$ cat config.mk
export PLATFORM = sky130hd
export DESIGN_NAME = tap_ctrl_top
export DESIGN_NICKNAME = d
export VERILOG_FILES = /design/src/rtl/tap_pkg.sv /design/src/rtl/tap_ifs.sv /design/src/rtl/tap_fsm.sv /design/src/rtl/tap_ir.sv /design/src/rtl/tap_data_path.sv /design/src/rtl/tap_ctrl_top.sv
export SDC_FILE = /design/constraint.sdc
export NUM_CORES = 1
export LEC_CHECK = 0
export BUFFER_PORTS_ARGS = -buffer_cell sky130_fd_sc_hd__buf_4
export CAP_MARGIN = 20
export CELL_PAD_IN_SITES_DETAIL_PLACEMENT = 0
export CELL_PAD_IN_SITES_GLOBAL_PLACEMENT = 2
export CORE_MARGIN = 10
export CORE_UTILIZATION = 43
export CTS_BUF_LIST = sky130_fd_sc_hd__clkbuf_8
export DETAILED_ROUTE_END_ITERATION = 10
export PLACE_DENSITY_LB_ADDON = 0.1
export SETUP_SLACK_MARGIN = 0.3
export SLEW_MARGIN = 20
export SYNTH_ARGS = -nofsm -noshare
export SYNTH_HDL_FRONTEND = slang
export SYNTH_SLANG_ARGS = --single-unit
$ cat constraint.sdc
create_clock -name tck -period 6 [get_ports tck]
set_input_delay 0.3 -clock tck [delete_from_list [all_inputs] [get_ports tck]]
set_output_delay 0.3 -clock tck [all_outputs]
set_load 0.005 [all_outputs]
$ cat src/rtl/tap_pkg.sv
// Shared constants and the TAP state type for the JTAG TAP controller
// Instruction codes not listed here select BYPASS
// State encoding follows the usual 1149.1 numbering
package tap_pkg;

    // ----------------------------------------
    // Widths
    // ----------------------------------------
    localparam int ir_w       = 4;
    localparam int idcode_w   = 32;
    localparam int sys_ctrl_w = 1;
    localparam int dap_id_w   = 2;

    // ----------------------------------------
    // Instruction codes
    // ----------------------------------------
    localparam logic [ir_w-1:0] instr_idcode   = 4'h1;
    localparam logic [ir_w-1:0] instr_bypass   = 4'hF;
    localparam logic [ir_w-1:0] instr_sys_ctrl = 4'h9;
    localparam logic [ir_w-1:0] instr_dbg_id   = 4'h3;
    localparam logic [ir_w-1:0] instr_dap_ctrl = 4'h4;
    localparam logic [ir_w-1:0] instr_dap_cmd  = 4'h6;

    // Capture values
    localparam logic [idcode_w-1:0] idcode_value     = 32'h1A2B_C3D5; // LSB set per JTAG
    localparam logic [ir_w-1:0]     ir_capture_value = 4'b0001;

    // DAP chain identifiers
    localparam logic [dap_id_w-1:0] dap_id_dbg_id   = 2'd0;
    localparam logic [dap_id_w-1:0] dap_id_dap_ctrl = 2'd1;
    localparam logic [dap_id_w-1:0] dap_id_dap_cmd  = 2'd2;

    // ----------------------------------------
    // TAP states
    // ----------------------------------------
    typedef enum logic [3:0] {
        st_reset      = 4'hF, // Test-Logic-Reset
        st_idle       = 4'hC, // Run-Test/Idle
        st_dr_select  = 4'h7,
        st_dr_capture = 4'h6,
        st_dr_shift   = 4'h2,
        st_dr_exit1   = 4'h1,
        st_dr_pause   = 4'h3,
        st_dr_exit2   = 4'h0,
        st_dr_update  = 4'h5,
        st_ir_select  = 4'h4,
        st_ir_capture = 4'hE,
        st_ir_shift   = 4'hA,
        st_ir_exit1   = 4'h9,
        st_ir_pause   = 4'hB,
        st_ir_exit2   = 4'h8,
        st_ir_update  = 4'hD
    } tap_state_e;

endpackage

$ cat src/rtl/tap_ifs.sv
// Internal interfaces of the TAP controller
// tap_ctrl_if is driven only by the FSM, dr_sel_if only by the IR block

// FSM state and registered strobes
interface tap_ctrl_if import tap_pkg::*; ();
    tap_state_e state;
    logic       rst_sync;   // Low while in Test-Logic-Reset
    logic       ir_shift;
    logic       dr_capture;
    logic       dr_shift;
    logic       dr_update;

    modport fsm (
        output state, rst_sync, ir_shift, dr_capture, dr_shift, dr_update
    );

    modport ctrl_user (
        input state, rst_sync, ir_shift, dr_capture, dr_shift, dr_update
    );
endinterface

// Decoded data register selection, one-hot over the four sel lines
interface dr_sel_if import tap_pkg::*; ();
    logic                sel_bypass;
    logic                sel_idcode;
    logic                sel_sys_ctrl;
    logic                sel_dap;
    logic [dap_id_w-1:0] dap_id;
    logic                ir_tdo;      // IR shift register LSB

    modport ir_src (
        output sel_bypass, sel_idcode, sel_sys_ctrl, sel_dap, dap_id, ir_tdo
    );

    modport dr_sink (
        input sel_bypass, sel_idcode, sel_sys_ctrl, sel_dap, ir_tdo
    );
endinterface

$ cat src/rtl/tap_fsm.sv
// Sixteen-state TAP controller FSM
// Strobes are registered from state and tms, so no combinational tms path
// rst_sync is a falling-edge flop, low while in Test-Logic-Reset
module tap_fsm
    import tap_pkg::*;
(
    input  logic    tck,
    input  logic    trst_n,
    input  logic    tms,
    tap_ctrl_if.fsm ctrl
);

    tap_state_e state_q;
    tap_state_e state_next;
    logic       rst_sync_q;
    logic       ir_shift_q;
    logic       dr_capture_q;
    logic       dr_shift_q;
    logic       dr_update_q;

    // ----------------------------------------
    // State register and next-state table
    // ----------------------------------------
    always_ff @(posedge tck or negedge trst_n) begin
        if (!trst_n) begin
            state_q <= st_reset;
        end else begin
            state_q <= state_next;
        end
    end

    always_comb begin
        case (state_q)
            st_reset:      state_next = tms ? st_reset     : st_idle;
            st_idle:       state_next = tms ? st_dr_select : st_idle;
            st_dr_select:  state_next = tms ? st_ir_select : st_dr_capture;
            st_dr_capture: state_next = tms ? st_dr_exit1  : st_dr_shift;
            st_dr_shift:   state_next = tms ? st_dr_exit1  : st_dr_shift;
            st_dr_exit1:   state_next = tms ? st_dr_update : st_dr_pause;
            st_dr_pause:   state_next = tms ? st_dr_exit2  : st_dr_pause;
            st_dr_exit2:   state_next = tms ? st_dr_update : st_dr_shift;
            st_dr_update:  state_next = tms ? st_dr_select : st_idle;
            st_ir_select:  state_next = tms ? st_reset     : st_ir_capture;
            st_ir_capture: state_next = tms ? st_ir_exit1  : st_ir_shift;
            st_ir_shift:   state_next = tms ? st_ir_exit1  : st_ir_shift;
            st_ir_exit1:   state_next = tms ? st_ir_update : st_ir_pause;
            st_ir_pause:   state_next = tms ? st_ir_exit2  : st_ir_pause;
            st_ir_exit2:   state_next = tms ? st_ir_update : st_ir_shift;
            st_ir_update:  state_next = tms ? st_dr_select : st_idle;
            default:       state_next = st_reset;
        endcase
    end

    // ----------------------------------------
    // Internal synchronous reset
    // ----------------------------------------
    always_ff @(negedge tck or negedge trst_n) begin
        if (!trst_n) begin
            rst_sync_q <= 1'b0;
        end else begin
            rst_sync_q <= (state_q != st_reset);
        end
    end

    // ----------------------------------------
    // Strobes, high for the cycle in the matching state
    // ----------------------------------------
    always_ff @(posedge tck or negedge trst_n) begin
        if (!trst_n) begin
            ir_shift_q   <= 1'b0;
            dr_capture_q <= 1'b0;
            dr_shift_q   <= 1'b0;
            dr_update_q  <= 1'b0;
        end else if (!rst_sync_q) begin
            ir_shift_q   <= 1'b0;
            dr_capture_q <= 1'b0;
            dr_shift_q   <= 1'b0;
            dr_update_q  <= 1'b0;
        end else begin
            ir_shift_q   <= (state_next == st_ir_shift);
            dr_capture_q <= (state_next == st_dr_capture);
            dr_shift_q   <= (state_next == st_dr_shift);
            dr_update_q  <= (state_next == st_dr_update);
        end
    end

    assign ctrl.state      = state_q;
    assign ctrl.rst_sync   = rst_sync_q;
    assign ctrl.ir_shift   = ir_shift_q;
    assign ctrl.dr_capture = dr_capture_q;
    assign ctrl.dr_shift   = dr_shift_q;
    assign ctrl.dr_update  = dr_update_q;

endmodule

$ cat src/rtl/tap_ir.sv
// Instruction register with shift and hold stages, plus the DR decoder
// Hold stage updates on the falling edge in Update-IR
// Unknown instruction codes select BYPASS
module tap_ir
    import tap_pkg::*;
(
    input  logic          tck,
    input  logic          trst_n,
    input  logic          tdi,
    tap_ctrl_if.ctrl_user ctrl,
    dr_sel_if.ir_src      sel
);

    logic [ir_w-1:0] ir_sr;     // Shift stage
    logic [ir_w-1:0] ir_hold;   // Active instruction

    // ----------------------------------------
    // Shift stage
    // ----------------------------------------
    // Always passes Capture-IR before it can reach Update-IR
    always_ff @(posedge tck) begin
        if (ctrl.state == st_ir_capture) begin
            ir_sr <= ir_capture_value;
        end else if (ctrl.ir_shift) begin
            ir_sr <= {tdi, ir_sr[ir_w-1:1]};   // LSB out first
        end
    end

    // ----------------------------------------
    // Hold stage
    // ----------------------------------------
    always_ff @(negedge tck or negedge trst_n) begin
        if (!trst_n) begin
            ir_hold <= instr_idcode;
        end else if (!ctrl.rst_sync) begin
            ir_hold <= instr_idcode;
        end else if (ctrl.state == st_ir_update) begin
            ir_hold <= ir_sr;
        end
    end

    // ----------------------------------------
    // Decoder
    // ----------------------------------------
    always_comb begin
        sel.sel_bypass   = 1'b0;
        sel.sel_idcode   = 1'b0;
        sel.sel_sys_ctrl = 1'b0;
        sel.sel_dap      = 1'b0;
        sel.dap_id       = '0;
        case (ir_hold)
            instr_idcode:   sel.sel_idcode   = 1'b1;
            instr_sys_ctrl: sel.sel_sys_ctrl = 1'b1;
            instr_dbg_id: begin
                sel.sel_dap = 1'b1;
                sel.dap_id  = dap_id_dbg_id;
            end
            instr_dap_ctrl: begin
                sel.sel_dap = 1'b1;
                sel.dap_id  = dap_id_dap_ctrl;
            end
            instr_dap_cmd: begin
                sel.sel_dap = 1'b1;
                sel.dap_id  = dap_id_dap_cmd;
            end
            default:        sel.sel_bypass   = 1'b1;  // instr_bypass and undefined codes
        endcase
    end

    assign sel.ir_tdo = ir_sr[0];

endmodule

$ cat src/rtl/tap_data_path.sv
// Local data registers, DR output mux and the falling-edge TDO stage
// Registers capture, shift and update at the edge that ends the state
// The DAP chain itself lives outside; only its serial output is muxed here
module tap_data_path
    import tap_pkg::*;
(
    input  logic          tck,
    input  logic          trst_n,
    input  logic          tdi,
    tap_ctrl_if.ctrl_user ctrl,
    dr_sel_if.dr_sink     sel,
    input  logic          sys_rst_sts,
    output logic          sys_rst_ctrl,
    input  logic          dap_ch_tdo,
    output logic          tdo,
    output logic          tdo_en
);

    logic                  bypass_q;
    logic [idcode_w-1:0]   idcode_sr;
    logic [sys_ctrl_w-1:0] sys_ctrl_sr;   // Shift stage
    logic [sys_ctrl_w-1:0] sys_ctrl_q;    // Update latch
    logic                  dr_out;
    logic                  tdo_next;
    logic                  tdo_en_next;
    logic                  tdo_q;
    logic                  tdo_en_q;

    // ----------------------------------------
    // BYPASS
    // ----------------------------------------
    always_ff @(posedge tck) begin
        if (sel.sel_bypass) begin
            if (ctrl.dr_capture) begin
                bypass_q <= 1'b0;
            end else if (ctrl.dr_shift) begin
                bypass_q <= tdi;
            end
        end
    end

    // ----------------------------------------
    // IDCODE
    // ----------------------------------------
    always_ff @(posedge tck) begin
        if (sel.sel_idcode) begin
            if (ctrl.dr_capture) begin
                idcode_sr <= idcode_value;
            end else if (ctrl.dr_shift) begin
                idcode_sr <= {tdi, idcode_sr[idcode_w-1:1]};
            end
        end
    end

    // ----------------------------------------
    // SYS_CTRL
    // ----------------------------------------
    always_ff @(posedge tck) begin
        if (sel.sel_sys_ctrl) begin
            if (ctrl.dr_capture) begin
                sys_ctrl_sr <= sys_ctrl_w'(sys_rst_sts);   // Reset status in bit 0
            end else if (ctrl.dr_shift) begin
                sys_ctrl_sr <= sys_ctrl_w'({tdi, sys_ctrl_sr} >> 1);
            end
        end
    end

    always_ff @(posedge tck or negedge trst_n) begin
        if (!trst_n) begin
            sys_ctrl_q <= '0;
        end else if (!ctrl.rst_sync) begin
            sys_ctrl_q <= '0;
        end else if (sel.sel_sys_ctrl && ctrl.dr_update) begin
            sys_ctrl_q <= sys_ctrl_sr;
        end
    end

    assign sys_rst_ctrl = sys_ctrl_q[0];

    // ----------------------------------------
    // Output mux and TDO stage
    // ----------------------------------------
    always_comb begin
        if (sel.sel_dap) begin
            dr_out = dap_ch_tdo;
        end else if (sel.sel_sys_ctrl) begin
            dr_out = sys_ctrl_sr[0];
        end else if (sel.sel_idcode) begin
            dr_out = idcode_sr[0];
        end else begin
            dr_out = bypass_q;
        end
    end

    always_comb begin
        tdo_next    = 1'b0;
        tdo_en_next = 1'b0;
        if (ctrl.dr_shift) begin
            tdo_next    = dr_out;
            tdo_en_next = 1'b1;
        end else if (ctrl.ir_shift) begin
            tdo_next    = sel.ir_tdo;
            tdo_en_next = 1'b1;
        end
    end

    // Half a cycle of hold time for the master's rising-edge sample
    always_ff @(negedge tck or negedge trst_n) begin
        if (!trst_n) begin
            tdo_q    <= 1'b0;
            tdo_en_q <= 1'b0;
        end else if (!ctrl.rst_sync) begin
            tdo_q    <= 1'b0;
            tdo_en_q <= 1'b0;
        end else begin
            tdo_q    <= tdo_next;
            tdo_en_q <= tdo_en_next;
        end
    end

    assign tdo    = tdo_q;
    assign tdo_en = tdo_en_q;

endmodule

$ cat src/rtl/tap_ctrl_top.sv
// JTAG TAP controller top level with plain JTAG, system and DAP ports
// DAP strobes are the DR strobes of the FSM, dap_ch_tdi is tdi
// dap_ch_tdo is sampled only while a DAP chain is selected
module tap_ctrl_top
    import tap_pkg::*;
(
    // JTAG
    input  logic                trst_n,
    input  logic                tck,
    input  logic                tms,
    input  logic                tdi,
    output logic                tdo,
    output logic                tdo_en,
    // System control and status
    output logic                sys_rst_ctrl,
    input  logic                sys_rst_sts,
    // DAP scan chains
    output logic                dap_ch_sel,
    output logic [dap_id_w-1:0] dap_ch_id,
    output logic                dap_ch_capture,
    output logic                dap_ch_shift,
    output logic                dap_ch_update,
    output logic                dap_ch_tdi,
    input  logic                dap_ch_tdo
);

    tap_ctrl_if u_ctrl_if ();
    dr_sel_if   u_sel_if ();

    tap_fsm u_tap_fsm (
        .tck    (tck),
        .trst_n (trst_n),
        .tms    (tms),
        .ctrl   (u_ctrl_if)
    );

    tap_ir u_tap_ir (
        .tck    (tck),
        .trst_n (trst_n),
        .tdi    (tdi),
        .ctrl   (u_ctrl_if),
        .sel    (u_sel_if)
    );

    tap_data_path u_tap_data_path (
        .tck          (tck),
        .trst_n       (trst_n),
        .tdi          (tdi),
        .ctrl         (u_ctrl_if),
        .sel          (u_sel_if),
        .sys_rst_sts  (sys_rst_sts),
        .sys_rst_ctrl (sys_rst_ctrl),
        .dap_ch_tdo   (dap_ch_tdo),
        .tdo          (tdo),
        .tdo_en       (tdo_en)
    );

    // DAP chain forwarding
    assign dap_ch_sel     = u_sel_if.sel_dap;
    assign dap_ch_id      = u_sel_if.dap_id;
    assign dap_ch_capture = u_ctrl_if.dr_capture;
    assign dap_ch_shift   = u_ctrl_if.dr_shift;
    assign dap_ch_update  = u_ctrl_if.dr_update;
    assign dap_ch_tdi     = tdi;

endmodule

**Yosys cells after proc, flatten, opt, wreduce, memory -nomap -nowiden**

Cells that the tools add are included.

- Register bits: 54
- Bits of input ports: 6

- Eq/ne operators: 27
- Multiplexer cells: 37
- Bitwise logic cells: 1
- Reductions and logical operators: 11

Operator list:

| operator | number |
|---|---|
| 4-bit one-hot mux with 12 select lines | 1 |
| 4-bit == test, second input constant | 10 |
| 4-bit by 3-bit == test with 1-bit output, second input constant | 8 |
| 32-bit 2-to-1 mux | 1 |
| 1-bit 2-to-1 mux | 21 |
| 4-bit by 2-bit == test with 1-bit output, second input constant | 4 |
| 2-bit 2-to-1 mux | 6 |
| 3-bit 2-to-1 mux | 4 |
| 4-bit 2-to-1 mux | 3 |
| 4-bit by 1-bit == test with 1-bit output, second input constant | 2 |
| 2-bit AND reduction | 3 |
| 3-bit OR reduction | 2 |
| 5-bit OR reduction | 1 |
| 4-bit zero test | 1 |
| 4-bit inequality test, second input constant | 1 |
| 2-bit one-hot mux with 2 select lines | 1 |
| 2-bit OR reduction | 2 |
| 2-bit by 1-bit inequality test with 1-bit output, second input constant | 1 |
| 2-bit inequality test, second input constant | 1 |
| 2-bit nonzero test | 1 |
| 1-bit logical AND | 1 |
| 1-bit NOT | 1 |

**Longest topological paths before layout**

- Word-level depth: 7
- Mapped depth: 5
- Gate-level depth less buffers: 4

**Modules after synthesis**

From an unflattened synthesis, not the netlist that was laid out.

- Cell total of the unflattened synthesis: 172
- Area total of the unflattened synthesis: 2282.2 um^2

Modules (own cells, without submodules):

| module | instances | cells an instance | area each (um^2) | seq. area each (um^2) |
|---|---|---|---|---|
| tap_data_path | 1 | 90 | 1432.6 | 1096.1 |
| tap_ir | 1 | 43 | 421.7 | 181.4 |
| tap_fsm | 1 | 38 | 420.4 | 230.2 |
| tap_ctrl_top | 1 | 1 | 7.5 | 0.0 |

==> results.md <==
- Status: completed
- First-pass GRT wire length: 6.39 mm
- CORE AREA: 0.00507 sq mm
- Die span in y: 92.2 microns
- Relative slew slack: 0.390
- Worst skew pair latency: 360 ps
- Area grow syn2layout: 12.6%
- Synth cell types: 36
- Via Count: 1290
- Clk slew on worst S/H paths: 100 ps
- Synthesized cell area: 0.00224 sq mm
- Row Count: 26
- Yosys top cell area share: 0.456
- WL/cell: 14.2 microns
- Overflow after GRT: 0
- Initial Util: 0.442
- Fraction of layout cells with a size suffix above 1: 0.255
- Clock Skews: 65.6 ps
- CP Launch Type: register
- Power Total: 1.15 mW
- Worst path cell trace: nand2b_1 > nor2_1 > and2_1 > buf_4
- Final Max Slew Viols: 0
- Worst slew pin tran: 915 ps
- Vias in the first global route: 1316
- Synth top area cells: edfxtp_1 46%, dfrtn_1 6.7%, dfstp_2 5.9%
- Post-synth ARST share: 0.296
- IO Count: 16
- I/O Buffers: 15
- Maximum fanout along the worst path: 8
- GR Util All Layers: 0.0952
- Max-Cap Viols: 0
- # nets final: 197
- TritonRoute pass-1 iters: 4
- Final WL: 3.72 mm
- Setup violators final: 0
- Synth Area per Inst: 12.8 sq um
- Number of enable flip-flop cells after synthesis: 34
- Largest net degree at the start of global routing: 36
- Detailed-route DRC error count: 0
- Lkg Pwr: 1.03 nW
- Net Sw Frac: 0.318
- Main synth FF type: edfxtp_1
- Slowest-stage cell, CP: dfstp_2
- Setup tns final: 0 ps
- Initial antenna violation count: 0
- Clock power frac: 0.175
- R2R depth: 3
- Seq/Total Area, Yosys: 0.673
- Die W: 92.2 microns
- Via-to-Cell Ratio: 4.92
- WP data required: 5700 ps
- Worst vdd ir: 0.232 mV
- Hold Violations, Final: 0
- Crit-path max cell delay: 590 ps
- Hold Crit Depth: 2
- Most frequent cells after synthesis: 34 x edfxtp_1, 18 x nor2b_1, 16 x or2_2
- Psw: 367 uW
- Post-synthesis instance total: 175
- Root Driver: clkbuf_8
- DR iter-0 viols: 40
- TritonCTS Sinks: 54
- Post-DP HPWL: 2.49 mm
- Crit path DAT: 4480 ps
- Pint: 786 uW
- Register share of total power: 0.560
- Die area: 0.00850 sq mm
- Power per Cell Area: 457 mW/mm^2
- Routed Antenna Nets: 0
- Comb power frac: 0.265
- Most numerous cell in the Yosys netlist: edfxtp_1
- Mapped Nets: 181
- Placer Congestion: 0.874
- Critical path capture point type: output port
- FF+latch count, synth: 54
- H-Tree Depth: 2
- TritonCTS clock tree: built
- Crit Path Category: reg -> out
- N_diodes: 0
- Synth area leader: edfxtp_1
- Maximum clock path buffer count: 2
- Worst hold path type: in -> reg
- Yosys warning count: 0
- Num CTS Buffers: 5
- RSZ-0062 raised after global routing: no
==> power by group through the flow <==
| stage | logic, mW | clock network [mW] | registers [mW] |
|---|---|---|---|
| 6_report | 0.305 | 0.202 | 0.646 |
| 3_3_place_gp | 0.304 | 0.00209 | 0.652 |
| 2_1_floorplan | 0.262 | 0.00209 | 0.607 |
| 5_1_grt | 0.343 | 0.225 | 0.666 |
| 4_1_cts | 0.312 | 0.209 | 0.647 |
| 3_5_place_dp | 0.310 | 0.00209 | 0.653 |
==> final timing paths <==
path                                    startpoint                             to  slack, ps
hold reg to reg            u_tap_fsm.ctrl.rst_sync            u_tap_ir.ir_hold[0]        430
hold / removal                         sys_rst_sts    u_tap_data_path.sys_ctrl_sr        250
setup / recovery               u_tap_ir.ir_hold[0]                   dap_ch_id[1]       1220
setup reg to reg               u_tap_ir.ir_hold[0]  u_tap_data_path.idcode_sr[19]       1240
min in group asynchronous                   trst_n   u_tap_data_path.sys_rst_ctrl        380
max in group asynchronous                   trst_n            u_tap_ir.ir_hold[0]       2410
==> layer usage <==
metal / up-vias / track usage / share of wire
li1: 634 / - / -
met1: 636 / 0.115 / 0.47
met2: 14 / 0.144 / 0.47
met3: 6 / 0.0440 / 0.040
met4: 0 / 0.0386 / 0.016
met5: - / 0 / 0
==> worst max-delay path: cells and delay by family, from the launching register on <==
| family | cells | cell delay [ps] |
|---|---|---|
| buffers and inverters | 1 | 130 |
| flip-flops | 1 | 590 |
| AND/OR/NAND/NOR | 3 | 400 |
==> per-stage QoR <==
step	cell area, sq um	worst slack, ps	hold WS (ps)	util	std cells
finish	2520	1220	253	0.497	262
floorplan	2260	716	4.41	-	175
global route	2520	1130	246	0.497	262
detailed placement	2420	1290	174	0.478	253
CTS	2520	1220	248	0.497	262
global placement	2420	1340	177	0.478	253
==> registers in the layout, indices dropped and copies added, names as in the netlist <==
signal                        count
u_tap_ir.ir_sr                    4
u_tap_data_path.idcode_sr        32
u_tap_data_path.sys_rst_ctrl      1
u_tap_fsm.ctrl.dr_update          1
u_tap_data_path.bypass_q          1
u_tap_data_path.tdo_en            1
u_tap_fsm.ctrl.rst_sync           1
u_tap_fsm.ctrl.state              4
u_tap_fsm.ctrl.ir_shift           1
u_tap_ir.ir_hold                  4
u_tap_data_path.tdo               1
u_tap_fsm.ctrl.dr_shift           1
u_tap_data_path.sys_ctrl_sr       1
u_tap_fsm.ctrl.dr_capture         1
==> placed cells by master, fill, tap and decap left out, drive strengths merged <==
| master | instances |
|---|---|
| nand2 | 7 |
| nand4 | 2 |
| a21boi | 1 |
| edfxtp | 34 |
| a21o | 1 |
| dfxtp | 4 |
| nor4 | 2 |
| nand3 | 3 |
| a311o | 1 |
| dfstp | 5 |
| a22oi | 1 |
| o21ai | 7 |
| or2 | 16 |
| a21oi | 4 |
| a31oi | 1 |
| buf | 16 |
| o221a | 1 |
| nor4b | 1 |
| nand2b | 3 |
| clkinv | 3 |
| nand4b | 2 |
| nor3 | 3 |
| clkbuf | 5 |
| nand3b | 1 |
| dfrtn | 6 |
| a211oi | 1 |
| inv | 9 |
| nor2b | 19 |
| mux2i | 9 |
| o21bai | 1 |
| and2 | 2 |
| dfrtp | 5 |
| nor2 | 15 |
| dlygate4sd3 | 1 |
==> final cells by class <==
| cell class | count | area [sq um] |
|---|---|---|
| multi-input combinational | 104 | 674 |
| clock inverter | 4 | 25.0 |
| clock buffer | 5 | 68.8 |
| inverter | 8 | 30.0 |
| tap | 70 | 87.6 |
| sequential | 54 | 1510 |
| timing repair buffer | 17 | 130 |
| fill | 496 | 2550 |
==> timing repair <==
action | CTS | global route
setup buffers | 0 | 0
hold endpoints to repair | 5 | 0
hold buffers | 1 | 0
setup endpoints to repair | 0 | 0
gates resized for setup | 0 | 0
==> logic make-up after synthesis <==
| logic type | Yosys count | share of synthesized area |
|---|---|---|
| flip-flops | 54 | 0.673 |
| buffers and inverters | 17 | 0.0329 |
| multiplexers | 9 | 0.0402 |
| AO/OA/AOI/OAI | 19 | 0.0597 |
| AND/OR/NAND/NOR | 76 | 0.194 |
Note: power is estimated with default switching activity, not from simulation.
